==> src/hw/proc_params.svh <==
`ifndef PROC_PARAMS_SVH
`define PROC_PARAMS_SVH

// Data and instruction word width
`define XLEN 32

// Register file address width
`define REG_W 5

// Instruction memory word address width
`define IMEM_W 12

`endif
==> src/hw/pipe_pkg.sv <==
`include "proc_params.svh"

package pipe_pkg;

    // Fetch to decode
    typedef struct packed {
        logic              valid;
        logic [`XLEN-1:0]  instr;
        logic [`XLEN-1:0]  pc1;
    } fd_t;

    // Decode to execute, operands as read from the register file
    typedef struct packed {
        logic              valid;
        logic [`XLEN-1:0]  instr;
        logic [`XLEN-1:0]  pc1;
        logic [`XLEN-1:0]  op_a;
        logic [`XLEN-1:0]  op_b;
    } dx_t;

    // Execute to memory
    typedef struct packed {
        logic              valid;
        logic [`XLEN-1:0]  instr;
        logic [`XLEN-1:0]  alu_res;
        logic [`XLEN-1:0]  st_data;
    } xm_t;

    // Memory to writeback
    typedef struct packed {
        logic              valid;
        logic [`XLEN-1:0]  instr;
        logic [`XLEN-1:0]  alu_res;
        logic [`XLEN-1:0]  ld_data;
    } mw_t;

endpackage

==> src/hw/isa_pkg.sv <==
`include "proc_params.svh"

package isa_pkg;

    typedef enum logic [4:0] {
        OP_R    = 5'b00000,
        OP_J    = 5'b00001,
        OP_BNE  = 5'b00010,
        OP_ADDI = 5'b00101,
        OP_BLT  = 5'b00110,
        OP_SW   = 5'b00111,
        OP_LW   = 5'b01000
    } opcode_t;

    // ALU op field of R-type words
    typedef enum logic [4:0] {
        ALU_ADD = 5'd0,
        ALU_SUB = 5'd1,
        ALU_AND = 5'd2,
        ALU_OR  = 5'd3,
        ALU_SLL = 5'd4,
        ALU_SRA = 5'd5
    } alu_op_t;

    function automatic opcode_t op_of(input logic [`XLEN-1:0] instr);
        return opcode_t'(instr[31:27]);
    endfunction

    function automatic logic [`REG_W-1:0] rd_of(input logic [`XLEN-1:0] instr);
        return instr[26:22];
    endfunction

    function automatic logic [`REG_W-1:0] rs_of(input logic [`XLEN-1:0] instr);
        return instr[21:17];
    endfunction

    function automatic logic [`REG_W-1:0] rt_of(input logic [`XLEN-1:0] instr);
        return instr[16:12];
    endfunction

    function automatic logic [4:0] shamt_of(input logic [`XLEN-1:0] instr);
        return instr[11:7];
    endfunction

    function automatic alu_op_t alu_op_of(input logic [`XLEN-1:0] instr);
        return alu_op_t'(instr[6:2]);
    endfunction

    // Sign-extended 17-bit immediate
    function automatic logic [`XLEN-1:0] imm_of(input logic [`XLEN-1:0] instr);
        return {{(`XLEN-17){instr[16]}}, instr[16:0]};
    endfunction

    function automatic logic [`XLEN-1:0] target_of(input logic [`XLEN-1:0] instr);
        return {{(`XLEN-27){1'b0}}, instr[26:0]};
    endfunction

    // Second source register is rd rather than rt
    function automatic logic reads_rd_as_b(input opcode_t op);
        return (op == OP_SW) || (op == OP_BNE) || (op == OP_BLT);
    endfunction

    function automatic logic writes_rd(input opcode_t op);
        return (op == OP_R) || (op == OP_ADDI) || (op == OP_LW);
    endfunction

endpackage

==> src/hw/processor.sv <==
`timescale 1ns/1ns
`include "proc_params.svh"

module processor import pipe_pkg::*; (
    input  logic               clock,
    input  logic               rst,
    input  logic [`XLEN-1:0]   q_imem,
    input  logic [`XLEN-1:0]   q_dmem,
    input  logic [`XLEN-1:0]   data_readRegA,
    input  logic [`XLEN-1:0]   data_readRegB,
    output logic [`IMEM_W-1:0] address_imem,
    output logic [`XLEN-1:0]   address_dmem,
    output logic [`XLEN-1:0]   data,
    output logic               wren,
    output logic               ctrl_writeEnable,
    output logic [`REG_W-1:0]  ctrl_writeReg,
    output logic [`REG_W-1:0]  ctrl_readRegA,
    output logic [`REG_W-1:0]  ctrl_readRegB,
    output logic [`XLEN-1:0]   data_writeReg
);

    fd_t              fd_d;
    fd_t              fd_q;
    dx_t              dx_d;
    dx_t              dx_q;
    xm_t              xm_d;
    xm_t              xm_q;
    mw_t              mw_d;
    mw_t              mw_q;
    logic             stall;
    logic             redirect;
    logic [`XLEN-1:0] redirect_pc;
    logic             fd_en;
    logic             dx_flush;
    logic [`XLEN-1:0] wb_data;

    // Stall holds FD and drops a bubble into DX
    assign fd_en    = !stall;
    assign dx_flush = redirect || stall;

    fetch_unit u_fetch (
        .clock        (clock),
        .rst          (rst),
        .stall        (stall),
        .redirect     (redirect),
        .redirect_pc  (redirect_pc),
        .q_imem       (q_imem),
        .address_imem (address_imem),
        .fd           (fd_d)
    );

    stage_latch #(.payload_t(fd_t)) u_fd_latch (
        .clock (clock),
        .rst   (rst),
        .en    (fd_en),
        .flush (redirect),
        .d     (fd_d),
        .q     (fd_q)
    );

    decode_unit u_decode (
        .fd            (fd_q),
        .dx_q          (dx_q),
        .data_readRegA (data_readRegA),
        .data_readRegB (data_readRegB),
        .ctrl_readRegA (ctrl_readRegA),
        .ctrl_readRegB (ctrl_readRegB),
        .dx            (dx_d),
        .stall         (stall)
    );

    stage_latch #(.payload_t(dx_t)) u_dx_latch (
        .clock (clock),
        .rst   (rst),
        .en    (1'b1),
        .flush (dx_flush),
        .d     (dx_d),
        .q     (dx_q)
    );

    execute_unit u_execute (
        .dx          (dx_q),
        .xm_q        (xm_q),
        .mw_q        (mw_q),
        .wb_data     (wb_data),
        .xm          (xm_d),
        .redirect    (redirect),
        .redirect_pc (redirect_pc)
    );

    stage_latch #(.payload_t(xm_t)) u_xm_latch (
        .clock (clock),
        .rst   (rst),
        .en    (1'b1),
        .flush (1'b0),
        .d     (xm_d),
        .q     (xm_q)
    );

    mem_wb_unit u_mem_wb (
        .xm_q             (xm_q),
        .mw_q             (mw_q),
        .q_dmem           (q_dmem),
        .address_dmem     (address_dmem),
        .data             (data),
        .wren             (wren),
        .mw               (mw_d),
        .ctrl_writeEnable (ctrl_writeEnable),
        .ctrl_writeReg    (ctrl_writeReg),
        .data_writeReg    (data_writeReg),
        .wb_data          (wb_data)
    );

    stage_latch #(.payload_t(mw_t)) u_mw_latch (
        .clock (clock),
        .rst   (rst),
        .en    (1'b1),
        .flush (1'b0),
        .d     (mw_d),
        .q     (mw_q)
    );

endmodule

==> src/hw/mem_wb_unit.sv <==
`timescale 1ns/1ns
`include "proc_params.svh"

module mem_wb_unit import isa_pkg::*, pipe_pkg::*; (
    input  xm_t               xm_q,
    input  mw_t               mw_q,
    input  logic [`XLEN-1:0]  q_dmem,
    output logic [`XLEN-1:0]  address_dmem,
    output logic [`XLEN-1:0]  data,
    output logic              wren,
    output mw_t               mw,
    output logic              ctrl_writeEnable,
    output logic [`REG_W-1:0] ctrl_writeReg,
    output logic [`XLEN-1:0]  data_writeReg,
    output logic [`XLEN-1:0]  wb_data
);

    opcode_t           mw_op;
    logic [`REG_W-1:0] mw_rd;
    logic              mw_writes;
    logic [`XLEN-1:0]  wb_value;

    assign mw_op     = op_of(mw_q.instr);
    assign mw_rd     = rd_of(mw_q.instr);
    assign mw_writes = mw_q.valid && writes_rd(mw_op) && (mw_rd != '0);
    assign wb_value  = (mw_op == OP_LW) ? mw_q.ld_data : mw_q.alu_res;

    assign address_dmem = xm_q.alu_res;
    assign wren         = xm_q.valid && (op_of(xm_q.instr) == OP_SW);

    // Store data from the instruction right ahead, covers lw then sw
    assign data = (mw_writes && (mw_rd == rd_of(xm_q.instr))) ? wb_value : xm_q.st_data;

    always_comb begin
        mw.valid   = xm_q.valid;
        mw.instr   = xm_q.instr;
        mw.alu_res = xm_q.alu_res;
        mw.ld_data = q_dmem;
    end

    assign ctrl_writeEnable = mw_writes;
    assign ctrl_writeReg    = mw_rd;
    assign data_writeReg    = wb_value;
    assign wb_data          = wb_value;

endmodule

==> src/hw/execute_unit.sv <==
`timescale 1ns/1ns
`include "proc_params.svh"

module execute_unit import isa_pkg::*, pipe_pkg::*; (
    input  dx_t              dx,
    input  xm_t              xm_q,
    input  mw_t              mw_q,
    input  logic [`XLEN-1:0] wb_data,
    output xm_t              xm,
    output logic             redirect,
    output logic [`XLEN-1:0] redirect_pc
);

    opcode_t           dx_op;
    opcode_t           xm_op;
    logic [`REG_W-1:0] src_a;
    logic [`REG_W-1:0] src_b;
    logic [`REG_W-1:0] xm_rd;
    logic [`REG_W-1:0] mw_rd;
    logic              xm_fwd;
    logic              mw_fwd;
    logic [`XLEN-1:0]  a_val;
    logic [`XLEN-1:0]  b_val;
    logic [`XLEN-1:0]  imm;
    logic              use_imm;
    logic [`XLEN-1:0]  alu_b;
    alu_op_t           alu_op;
    logic [4:0]        shamt;
    logic [`XLEN-1:0]  alu_res;
    logic              bne_taken;
    logic              blt_taken;
    logic              is_jump;

    assign dx_op = op_of(dx.instr);
    assign xm_op = op_of(xm_q.instr);
    assign src_a = rs_of(dx.instr);
    assign src_b = reads_rd_as_b(dx_op) ? rd_of(dx.instr) : rt_of(dx.instr);
    assign xm_rd = rd_of(xm_q.instr);
    assign mw_rd = rd_of(mw_q.instr);

    // A lw in memory has no data yet, so only R and addi forward from XM
    assign xm_fwd = xm_q.valid && (xm_rd != '0) && ((xm_op == OP_R) || (xm_op == OP_ADDI));
    assign mw_fwd = mw_q.valid && (mw_rd != '0) && writes_rd(op_of(mw_q.instr));

    // Newest producer first
    always_comb begin
        if (xm_fwd && (xm_rd == src_a)) begin
            a_val = xm_q.alu_res;
        end else if (mw_fwd && (mw_rd == src_a)) begin
            a_val = wb_data;
        end else begin
            a_val = dx.op_a;
        end

        if (xm_fwd && (xm_rd == src_b)) begin
            b_val = xm_q.alu_res;
        end else if (mw_fwd && (mw_rd == src_b)) begin
            b_val = wb_data;
        end else begin
            b_val = dx.op_b;
        end
    end

    assign imm     = imm_of(dx.instr);
    assign use_imm = (dx_op == OP_ADDI) || (dx_op == OP_LW) || (dx_op == OP_SW);
    assign alu_b   = use_imm ? imm : b_val;
    assign alu_op  = use_imm ? ALU_ADD : alu_op_of(dx.instr);
    assign shamt   = shamt_of(dx.instr);

    always_comb begin
        case (alu_op)
            ALU_ADD: alu_res = a_val + alu_b;
            ALU_SUB: alu_res = a_val - alu_b;
            ALU_AND: alu_res = a_val & alu_b;
            ALU_OR:  alu_res = a_val | alu_b;
            ALU_SLL: alu_res = a_val << shamt;
            ALU_SRA: alu_res = $signed(a_val) >>> shamt;
            default: alu_res = '0;
        endcase
    end

    // Branches compare rd (port B) against rs (port A)
    assign bne_taken = (dx_op == OP_BNE) && (b_val != a_val);
    assign blt_taken = (dx_op == OP_BLT) && ($signed(b_val) < $signed(a_val));
    assign is_jump   = (dx_op == OP_J);

    assign redirect    = dx.valid && (bne_taken || blt_taken || is_jump);
    assign redirect_pc = is_jump ? target_of(dx.instr) : dx.pc1 + imm;

    always_comb begin
        xm.valid   = dx.valid;
        xm.instr   = dx.instr;
        xm.alu_res = alu_res;
        xm.st_data = b_val;
    end

endmodule

==> src/hw/decode_unit.sv <==
`timescale 1ns/1ns
`include "proc_params.svh"

module decode_unit import isa_pkg::*, pipe_pkg::*; (
    input  fd_t               fd,
    input  dx_t               dx_q,
    input  logic [`XLEN-1:0]  data_readRegA,
    input  logic [`XLEN-1:0]  data_readRegB,
    output logic [`REG_W-1:0] ctrl_readRegA,
    output logic [`REG_W-1:0] ctrl_readRegB,
    output dx_t               dx,
    output logic              stall
);

    opcode_t           fd_op;
    logic              uses_a;
    logic              uses_b;
    logic [`REG_W-1:0] load_rd;
    logic              load_in_dx;

    assign fd_op = op_of(fd.instr);

    // Stores and branches read rd on port B
    assign ctrl_readRegA = rs_of(fd.instr);
    assign ctrl_readRegB = reads_rd_as_b(fd_op) ? rd_of(fd.instr) : rt_of(fd.instr);

    // Source usage, sw left out since its data is bypassed in memory
    assign uses_a = (fd_op != OP_J);
    assign uses_b = (fd_op == OP_R) || (fd_op == OP_BNE) || (fd_op == OP_BLT);

    assign load_rd    = rd_of(dx_q.instr);
    assign load_in_dx = dx_q.valid && (op_of(dx_q.instr) == OP_LW) && (load_rd != '0);

    // Load data is not ready until the lw leaves memory
    assign stall = fd.valid && load_in_dx &&
                   ((uses_a && (ctrl_readRegA == load_rd)) ||
                    (uses_b && (ctrl_readRegB == load_rd)));

    always_comb begin
        dx.valid = fd.valid;
        dx.instr = fd.instr;
        dx.pc1   = fd.pc1;
        dx.op_a  = data_readRegA;
        dx.op_b  = data_readRegB;
    end

endmodule

==> src/hw/fetch_unit.sv <==
`timescale 1ns/1ns
`include "proc_params.svh"

module fetch_unit import pipe_pkg::*; (
    input  logic               clock,
    input  logic               rst,
    input  logic               stall,
    input  logic               redirect,
    input  logic [`XLEN-1:0]   redirect_pc,
    input  logic [`XLEN-1:0]   q_imem,
    output logic [`IMEM_W-1:0] address_imem,
    output fd_t                fd
);

    logic [`XLEN-1:0] pc;
    logic [`XLEN-1:0] pc_plus1;

    assign pc_plus1 = pc + `XLEN'd1;

    // Redirect wins over a stall
    always_ff @(posedge clock) begin
        if (rst) begin
            pc <= '0;
        end else if (redirect) begin
            pc <= redirect_pc;
        end else if (!stall) begin
            pc <= pc_plus1;
        end
    end

    assign address_imem = pc[`IMEM_W-1:0];

    always_comb begin
        fd.valid = 1'b1;
        fd.instr = q_imem;
        fd.pc1   = pc_plus1;
    end

endmodule

==> src/hw/stage_latch.sv <==
`timescale 1ns/1ns

module stage_latch #(
    parameter type payload_t = logic
) (
    input  logic     clock,
    input  logic     rst,
    input  logic     en,
    input  logic     flush,
    input  payload_t d,
    output payload_t q
);

    // An all-zero payload has valid low and acts as a bubble
    always_ff @(posedge clock) begin
        if (rst || flush) begin
            q <= payload_t'('0);
        end else if (en) begin
            q <= d;
        end
    end

endmodule

==> config.mk <==
export PLATFORM = sky130hd
export DESIGN_NAME = processor
export DESIGN_NICKNAME = d
export VERILOG_FILES = /design/src/hw/pipe_pkg.sv /design/src/hw/isa_pkg.sv /design/src/hw/processor.sv /design/src/hw/mem_wb_unit.sv /design/src/hw/execute_unit.sv /design/src/hw/decode_unit.sv /design/src/hw/fetch_unit.sv /design/src/hw/stage_latch.sv
export VERILOG_INCLUDE_DIRS = /design/src /design/src/hw
export SDC_FILE = /design/constraint.sdc
export NUM_CORES = 1
export LEC_CHECK = 0
export ABC_AREA = 0
export BUFFER_PORTS_ARGS = -buffer_cell sky130_fd_sc_hd__buf_2
export CAP_MARGIN = 10
export CORE_ASPECT_RATIO = 0.9
export CORE_MARGIN = 4
export CORE_UTILIZATION = 39
export DETAILED_ROUTE_END_ITERATION = 8
export GPL_ROUTABILITY_DRIVEN = 0
export PLACE_DENSITY = 0.64
export SYNTH_ARGS = -nofsm -noshare
export SYNTH_HDL_FRONTEND = slang
export SYNTH_SLANG_ARGS = --single-unit
==> constraint.sdc <==
create_clock -name clock -period 9.3 [get_ports clock]
set_input_delay 0.93 -clock clock [delete_from_list [all_inputs] [get_ports clock]]
set_output_delay 0.93 -clock clock [all_outputs]
set_load 0.02 [all_outputs]
* After elaboration in Yosys (flattened, before gate mapping)
Cells that the tools add are included.
** Storage, ports and cells
- Flip-flop bits (word level) :: 420
- Logic and storage cells :: 113
- Bits of input ports :: 130
** Operators by class
- Magnitude comparators :: 1
- Equality and inequality tests :: 28
- Bitwise gates (word level) :: 2
- Add/subtract/negate cells :: 4
- Muxes and demuxes :: 14
- Shift operators :: 2
- Reduce and logical (&&, ||, !) cells :: 45
** Operators with widths (number)
- $mux W32 :: 10
- $pmux W32 S6 :: 1
- $add A32 B32 Y32 :: 2
- $eq A5 B3 Y1 const B :: 10
- $eq A5 B5 Y1 :: 7
- $add A32 B1 Y32 const B :: 1
- $and A32 B32 Y32 :: 1
- $lt A32 B32 Y1 :: 1
- $ne A32 B32 Y1 :: 1
- $or A32 B32 Y32 :: 1
- $shl A32 B5 Y32 :: 1
- $sshr A32 B5 Y32 :: 1
- $sub A32 B32 Y32 :: 1
- $logic_and A1 B1 Y1 :: 21
- $eq A5 B2 Y1 const B :: 4
- $logic_not A5 Y1 :: 4
- $logic_or A1 B1 Y1 :: 17
- $mux W5 :: 3
- $reduce_bool A5 Y1 :: 3
- $eq A5 B1 Y1 const B :: 2
- $eq A5 B4 Y1 const B :: 2
- $ne A5 B1 Y1 const B :: 1
- $ne A2 B1 Y1 const B :: 1

* Logic depth before layout (Yosys ltp)
- Depth after elaboration :: 15
- Depth in mapped cells :: 28
- Mapped depth without buffers :: 25

* Modules after synthesis
Synthesis repeated with hierarchy kept, for this count alone.
** Unflattened totals
- Cells, all modules :: 3848
- Area, all modules :: 32372.3 sq um
** By module, submodules not included
- execute_unit :: times used 1, area each 12025.3 sq um, cells an instance 1791, seq. area each 0.0 sq um
- stage_latch at u_mw_latch ... :: times used 2, area each 3444.6 sq um, cells an instance 314, seq. area each 1941.9 sq um
- stage_latch at u_dx_latch :: times used 1, area each 4713.3 sq um, cells an instance 417, seq. area each 2582.5 sq um
- fetch_unit :: times used 1, area each 2787.7 sq um, cells an instance 371, seq. area each 640.6 sq um
- stage_latch at u_fd_latch :: times used 1, area each 2338.5 sq um, cells an instance 210, seq. area each 1301.2 sq um
- mem_wb_unit :: times used 1, area each 2290.9 sq um, cells an instance 254, seq. area each 0.0 sq um
- decode_unit :: times used 1, area each 1310.0 sq um, cells an instance 173, seq. area each 0.0 sq um
- processor :: times used 1, area each 17.5 sq um, cells an instance 4, seq. area each 0.0 sq um

* Worst setup path before layout
Ideal clock, no wire load.
- Path kind :: register to register
- From :: register u_dx_latch.q[124] in the netlist's numbering
- To :: register u_xm_latch.q[61] in the netlist's numbering
- Arrival :: 5.752 ns
- Data required time :: 9.226 ns
- Stages on the path, launching flop included :: 26
- Library setup time :: 0.074 ns
- Path buffers :: 2
- Clock period less this slack :: 5.826 ns
- Setup slack :: 3.474 ns
- Cells stage by stage :: dfxtp_1 > or3b_4 > nor2_1 > mux2i_1 > o2111ai_2 > buf_2 > buf_2 > o32a_1 > a221oi_2 > a32oi_1 > nor3_1 > nand3_1 > o21ai_0 > xnor2_1 > a21boi_0 > ha_1 > and3_1 > a221oi_1 > o21ai_0 > or3_1 > o221ai_1 > a21oi_1 > a311oi_1 > xnor2_1 > nand2_1 > a31oi_1
** On the way
- Longest elaborated chain between the ends :: 11
- Elaborated cells on any way between the ends :: 29
** RTL lines
- start, declared :: line stage_latch.sv:11 : output payload_t q
- start signal, assigned :: line stage_latch.sv:17 : q <= payload_t'('0);
- $eq A5 B3 Y1 / $eq A5 B2 Y1 (equally long branches) :: line isa_pkg.sv:60, execute_unit.sv:65
- $logic_or A1 B1 Y1 (2 in series) :: line isa_pkg.sv:60 : return (op == OP_SW) || (op == OP_BNE) || (op == OP_BLT);
- $mux W5 :: line execute_unit.sv:37 : assign src_b = reads_rd_as_b(dx_op) ? rd_of(dx.instr) : rt_of(dx.instr);
- $eq A5 B5 Y1 :: line execute_unit.sv:57 : end else if (mw_fwd && (mw_rd == src_b)) begin
- $logic_and A1 B1 Y1 :: line execute_unit.sv:57
- $mux W32 :: line execute_unit.sv:57
- $mux W32 :: line execute_unit.sv:55 : if (xm_fwd && (xm_rd == src_b)) begin
- $mux W32 :: line execute_unit.sv:66 : assign alu_b = use_imm ? imm : b_val;
- $sub A32 B32 Y32 (tied with other cells) :: line execute_unit.sv:73 : ALU_SUB: alu_res = a_val - alu_b;
- $pmux W32 S6 * :: line execute_unit.sv:71 : case (alu_op)
- end signal, assigned :: line stage_latch.sv:17
- end, declared :: line stage_latch.sv:11
Mark *: on every way between the ends. The rest lies on a longest branch, timed or not.
A chain may end at the register's enable or synchronous reset.

* Worst setup path in the final report
- From :: register u_dx_latch.q[124] in the netlist's numbering
- To :: register u_xm_latch.q[61] in the netlist's numbering
** On the way
- Longest elaborated chain between the ends :: 11
- Elaborated cells on any way between the ends :: 29
** RTL lines
- $eq A5 B3 Y1 / $eq A5 B2 Y1 (equally long branches) :: line isa_pkg.sv:60
- $logic_or A1 B1 Y1 :: line isa_pkg.sv:60
- $logic_or A1 B1 Y1 * :: line isa_pkg.sv:60
- $mux W5 * :: line execute_unit.sv:37
- $eq A5 B5 Y1 :: line execute_unit.sv:57
- $logic_and A1 B1 Y1 :: line execute_unit.sv:57
- $mux W32 :: line execute_unit.sv:57
- $mux W32 * :: line execute_unit.sv:55
- via u_execute.b_val[4] :: line execute_unit.sv:23 : logic [`XLEN-1:0] b_val;
- $mux W32 * :: line execute_unit.sv:66
- $sub A32 B32 Y32 / $add A32 B32 Y32 (equally long branches) :: line execute_unit.sv:73, execute_unit.sv:72
- $pmux W32 S6 * :: line execute_unit.sv:71
Mark *: on every way through the listed nets, which the timed path passes. The rest lies on a longest branch.

==> results.txt <==
Outcome -> completed
Tot Pwr -> 0.00391 W
Max Freq -> 134 MHz
Vias/cell -> 5.94
Post-synthesis cell type count -> 101
Number of global-route vias before repair -> 18,900
Seq cells post-synth -> 316
Die Span Y -> 228 um
Hpwl dp -> 55.1 mm
Die area -> 57,600 um2
Largest cells by area after synthesis -> dfxtp_1, mux2i_1, mux2_2
R2R Path End -> u_xm_latch.q[61]$_SDFF_PP0_
WL per Instance -> 22.2 um
I/O Pins -> 255
Synthesized area per cell -> 8.72 um2
Final Skew -> 0.0243 ns
Initial antenna violation count -> 0
Fin crit period -> 7.47 ns
Congestion Overflow GR -> 0
Number of enable flip-flop cells after synthesis -> 0
Root Buffer -> clkbuf_16
GRT Resource Usage Total -> 0.238
Core area -> 53,200 um2
Final Util -> 0.444
Port bufs -> 254
Largest net degree at the start of global routing -> 95
Critical Path RT -> 9.75 ns
RSZ-0062 raised after global routing -> no
Maximum fanout along the worst path -> 21
Detailed-route DRC error count -> 0
Vias -> 19,300
Syn Nets -> 2,614
Final slew viol count -> 0
Fraction of registers with async set/reset -> 0
Filler cells -> 5,210
Nets -> 2,728
Seq/Total Area, Yosys -> 0.302
Layout area overhead -> 12.7%
Post-synth top flop -> dfxtp_1
CTS tree -> yes
Num CTS Buffers -> 35
Detail Route Antenna Nets -> 0
Worst skew pair latency -> 0.54 ns
Post-CTS setup buffers -> 0
CTS H-tree depth -> 2
Synthesized area -> 21,000 um2
Worst min path class -> reg -> reg
Final setup fails -> 0
CTS max path bufs -> 3
Max_slew headroom -> 0.203
Placed Cells -> 3,176
Top post-synthesis cells by count -> dfxtp_1, nand2_1, clkbuf_1, nor2_1, a21oi_1
Worst Setup SP -> u_dx_latch.q[124]$_SDFF_PP0_
Crit. End Element -> flip-flop
Pre-antenna DRT Iters -> 8
Final hold violations -> 0
Setup crit start kind -> flip-flop
Critical path data arrival time -> 7.93 ns
CTS resizes -> 0
Die Width -> 252 um
Placed inst area -> 22,400 um2
Worst vdd ir -> 0.000135 V
Power Dens Cells -> 166 nW/um2
FF-to-FF setup slack -> 1.83 ns
Crit path to -> u_xm_latch.q[61]$_SDFF_PP0_
Post-CTS Hold Fix Bufs -> 0
Worst R2R Start -> u_dx_latch.q[124]$_SDFF_PP0_
Initial DRC count -> 2,243
R2R depth -> 23
Clock slew at the register clock pins of the worst setup and hold paths -> 0.06 ns
Fin cells -> 3,242
Area leader, netlist -> dfxtp_1
Tcrit/Tclk final -> 0.803
Syn Inst Count -> 2,404
CP Class -> reg -> reg
Max-capacitance violation count -> 0
Syn. warnings -> 0
Starting density of the core -> 0.395
Setup TNS Final -> 0 ns
Count leader, synth -> dfxtp_1
CTS Sinks -> 316
First-pass GRT wire length -> 110 mm
Leakage -> 10.3 nW
Post-route cell area -> 23,600 um2
Site row count -> 80
Total Wirelength -> 72.0 mm
Yosys top cell area share -> 0.302
Slew of the pin with the lowest slew margin -> 1.16 ns
Share of cells above drive strength 1 -> 0.209
cell usage in the layout (no fill, tap or decap), types with 11 or more instances in the layout:
master and instances:
nor2_1 129, buf_2 254, o21ai_0 114, nor2b_1 106, nand2_1 163, a22o_1 43
o311ai_0 11, a222oi_1 12, nand3_1 50, buf_4 30, nand2b_1 25, and3b_1 12
inv_1 85, o211ai_1 36, a211oi_1 15, xnor2_1 58, xor2_1 41, mux4_2 43
clkbuf_16 36, mux2i_1 107, ha_1 78, o31ai_1 12, maj3_1 26, nor3_1 38
a31oi_1 30, and2_1 117, a21o_1 40, and3_1 22, a221oi_1 12, o21a_1 37
o22ai_1 13, dfxtp_1 313, a21oi_1 120, mux2_2 94
cells by family (layout without fill, tap and decap cells):
group,count (synthesis),in the layout,share of synthesized area
AND/OR/NAND/NOR,745,745,0.188
AO/OA/AOI/OAI,598,598,0.198
flip-flops,316,316,0.302
buffers and inverters,296,436,0.0626
multiplexers,244,244,0.148
adder cells (fa/ha/maj),106,106,0.0609
XOR/XNOR,99,99,0.0413
other,0,1,0
worst min-delay path by stage:
stage,cells past startpoint,to,startpoint
after CTS,2,u_fd_latch.q[11]$_SDFFE_PP0N_,u_fd_latch.q[11]$_SDFFE_PP0N_
final,2,u_fd_latch.q[11]$_SDFFE_PP0N_,u_fd_latch.q[11]$_SDFFE_PP0N_
after detailed placement,1,u_dx_latch.q[75]$_SDFF_PP0_,u_fd_latch.q[11]$_SDFFE_PP0N_
after global placement,1,u_dx_latch.q[64]$_SDFF_PP0_,u_fd_latch.q[0]$_SDFFE_PP0N_
after global routing,2,u_fd_latch.q[11]$_SDFFE_PP0N_,u_fd_latch.q[11]$_SDFFE_PP0N_
after floorplan,2,u_fd_latch.q[11]$_SDFFE_PP0N_,u_fd_latch.q[11]$_SDFFE_PP0N_
critical path, cell delays in order, from the launching register on:
cell and delay [ns]:
dfxtp_1 0.42, nor3b_2 0.54, a22oi_1 0.20, a211oi_2 0.40, o211ai_4 0.24, nor2_4 0.49, o31ai_1 0.39, o32a_1 0.43
a2111oi_4 0.58, nand3_1 0.32, o21ai_0 0.29, xnor2_1 0.15, a21boi_0 0.11, ha_1 0.40, and3_1 0.23, a221oi_1 0.26
o21ai_0 0.21, or3_1 0.37, o221ai_1 0.30, a21oi_1 0.20, a311oi_1 0.43, xnor2_1 0.18, nand2_1 0.07, a31oi_1 0.15
area by class of cell:
class                      count  area, um2  share of cell area
multi-input combinational   1792      13400               0.568
sequential                   316       6330               0.268
timing repair buffer         285       1510              0.0640
clock buffer                  49       1030              0.0436
tap                          697        872              0.0369
inverter                      88        330              0.0140
clock inverter                14        130             0.00551
antenna                        1       2.50            0.000106
flip-flops by register name (all words and copies together), names as in the netlist:
name and flops:
u_fetch.pc 12, u_mw_latch.q 75, u_dx_latch.q 109, u_fd_latch.q 45, u_xm_latch.q 75
metrics by stage:
step	hold slack (ns)	setup WS [ns]
6_report	0.448	1.83
5_1_grt	0.480	1.31
4_1_cts	0.450	1.79
3_5_place_dp	0.440	1.92
3_3_place_gp	0.438	2.29
2_1_floorplan	0.427	3.47
report_power, final:
group	leakage (nW)	switching, W	internal [W]
Combinational	7.08	0.000605	0.000395
Sequential	2.60	0.0000779	0.00144
Clock	0.576	0.000586	0.000811
Total	10.3	0.00127	0.00264
routing by layer:
metal,wire (um),part of all wire,global-route usage,vias up
met5,0,0,0,-
met4,2860,0.040,0.0884,0
met3,6060,0.084,0.0454,177
met2,33000,0.46,0.386,961
met1,30100,0.42,0.316,9251
li1,-,-,-,8884
(Power assumes the default switching activity.)
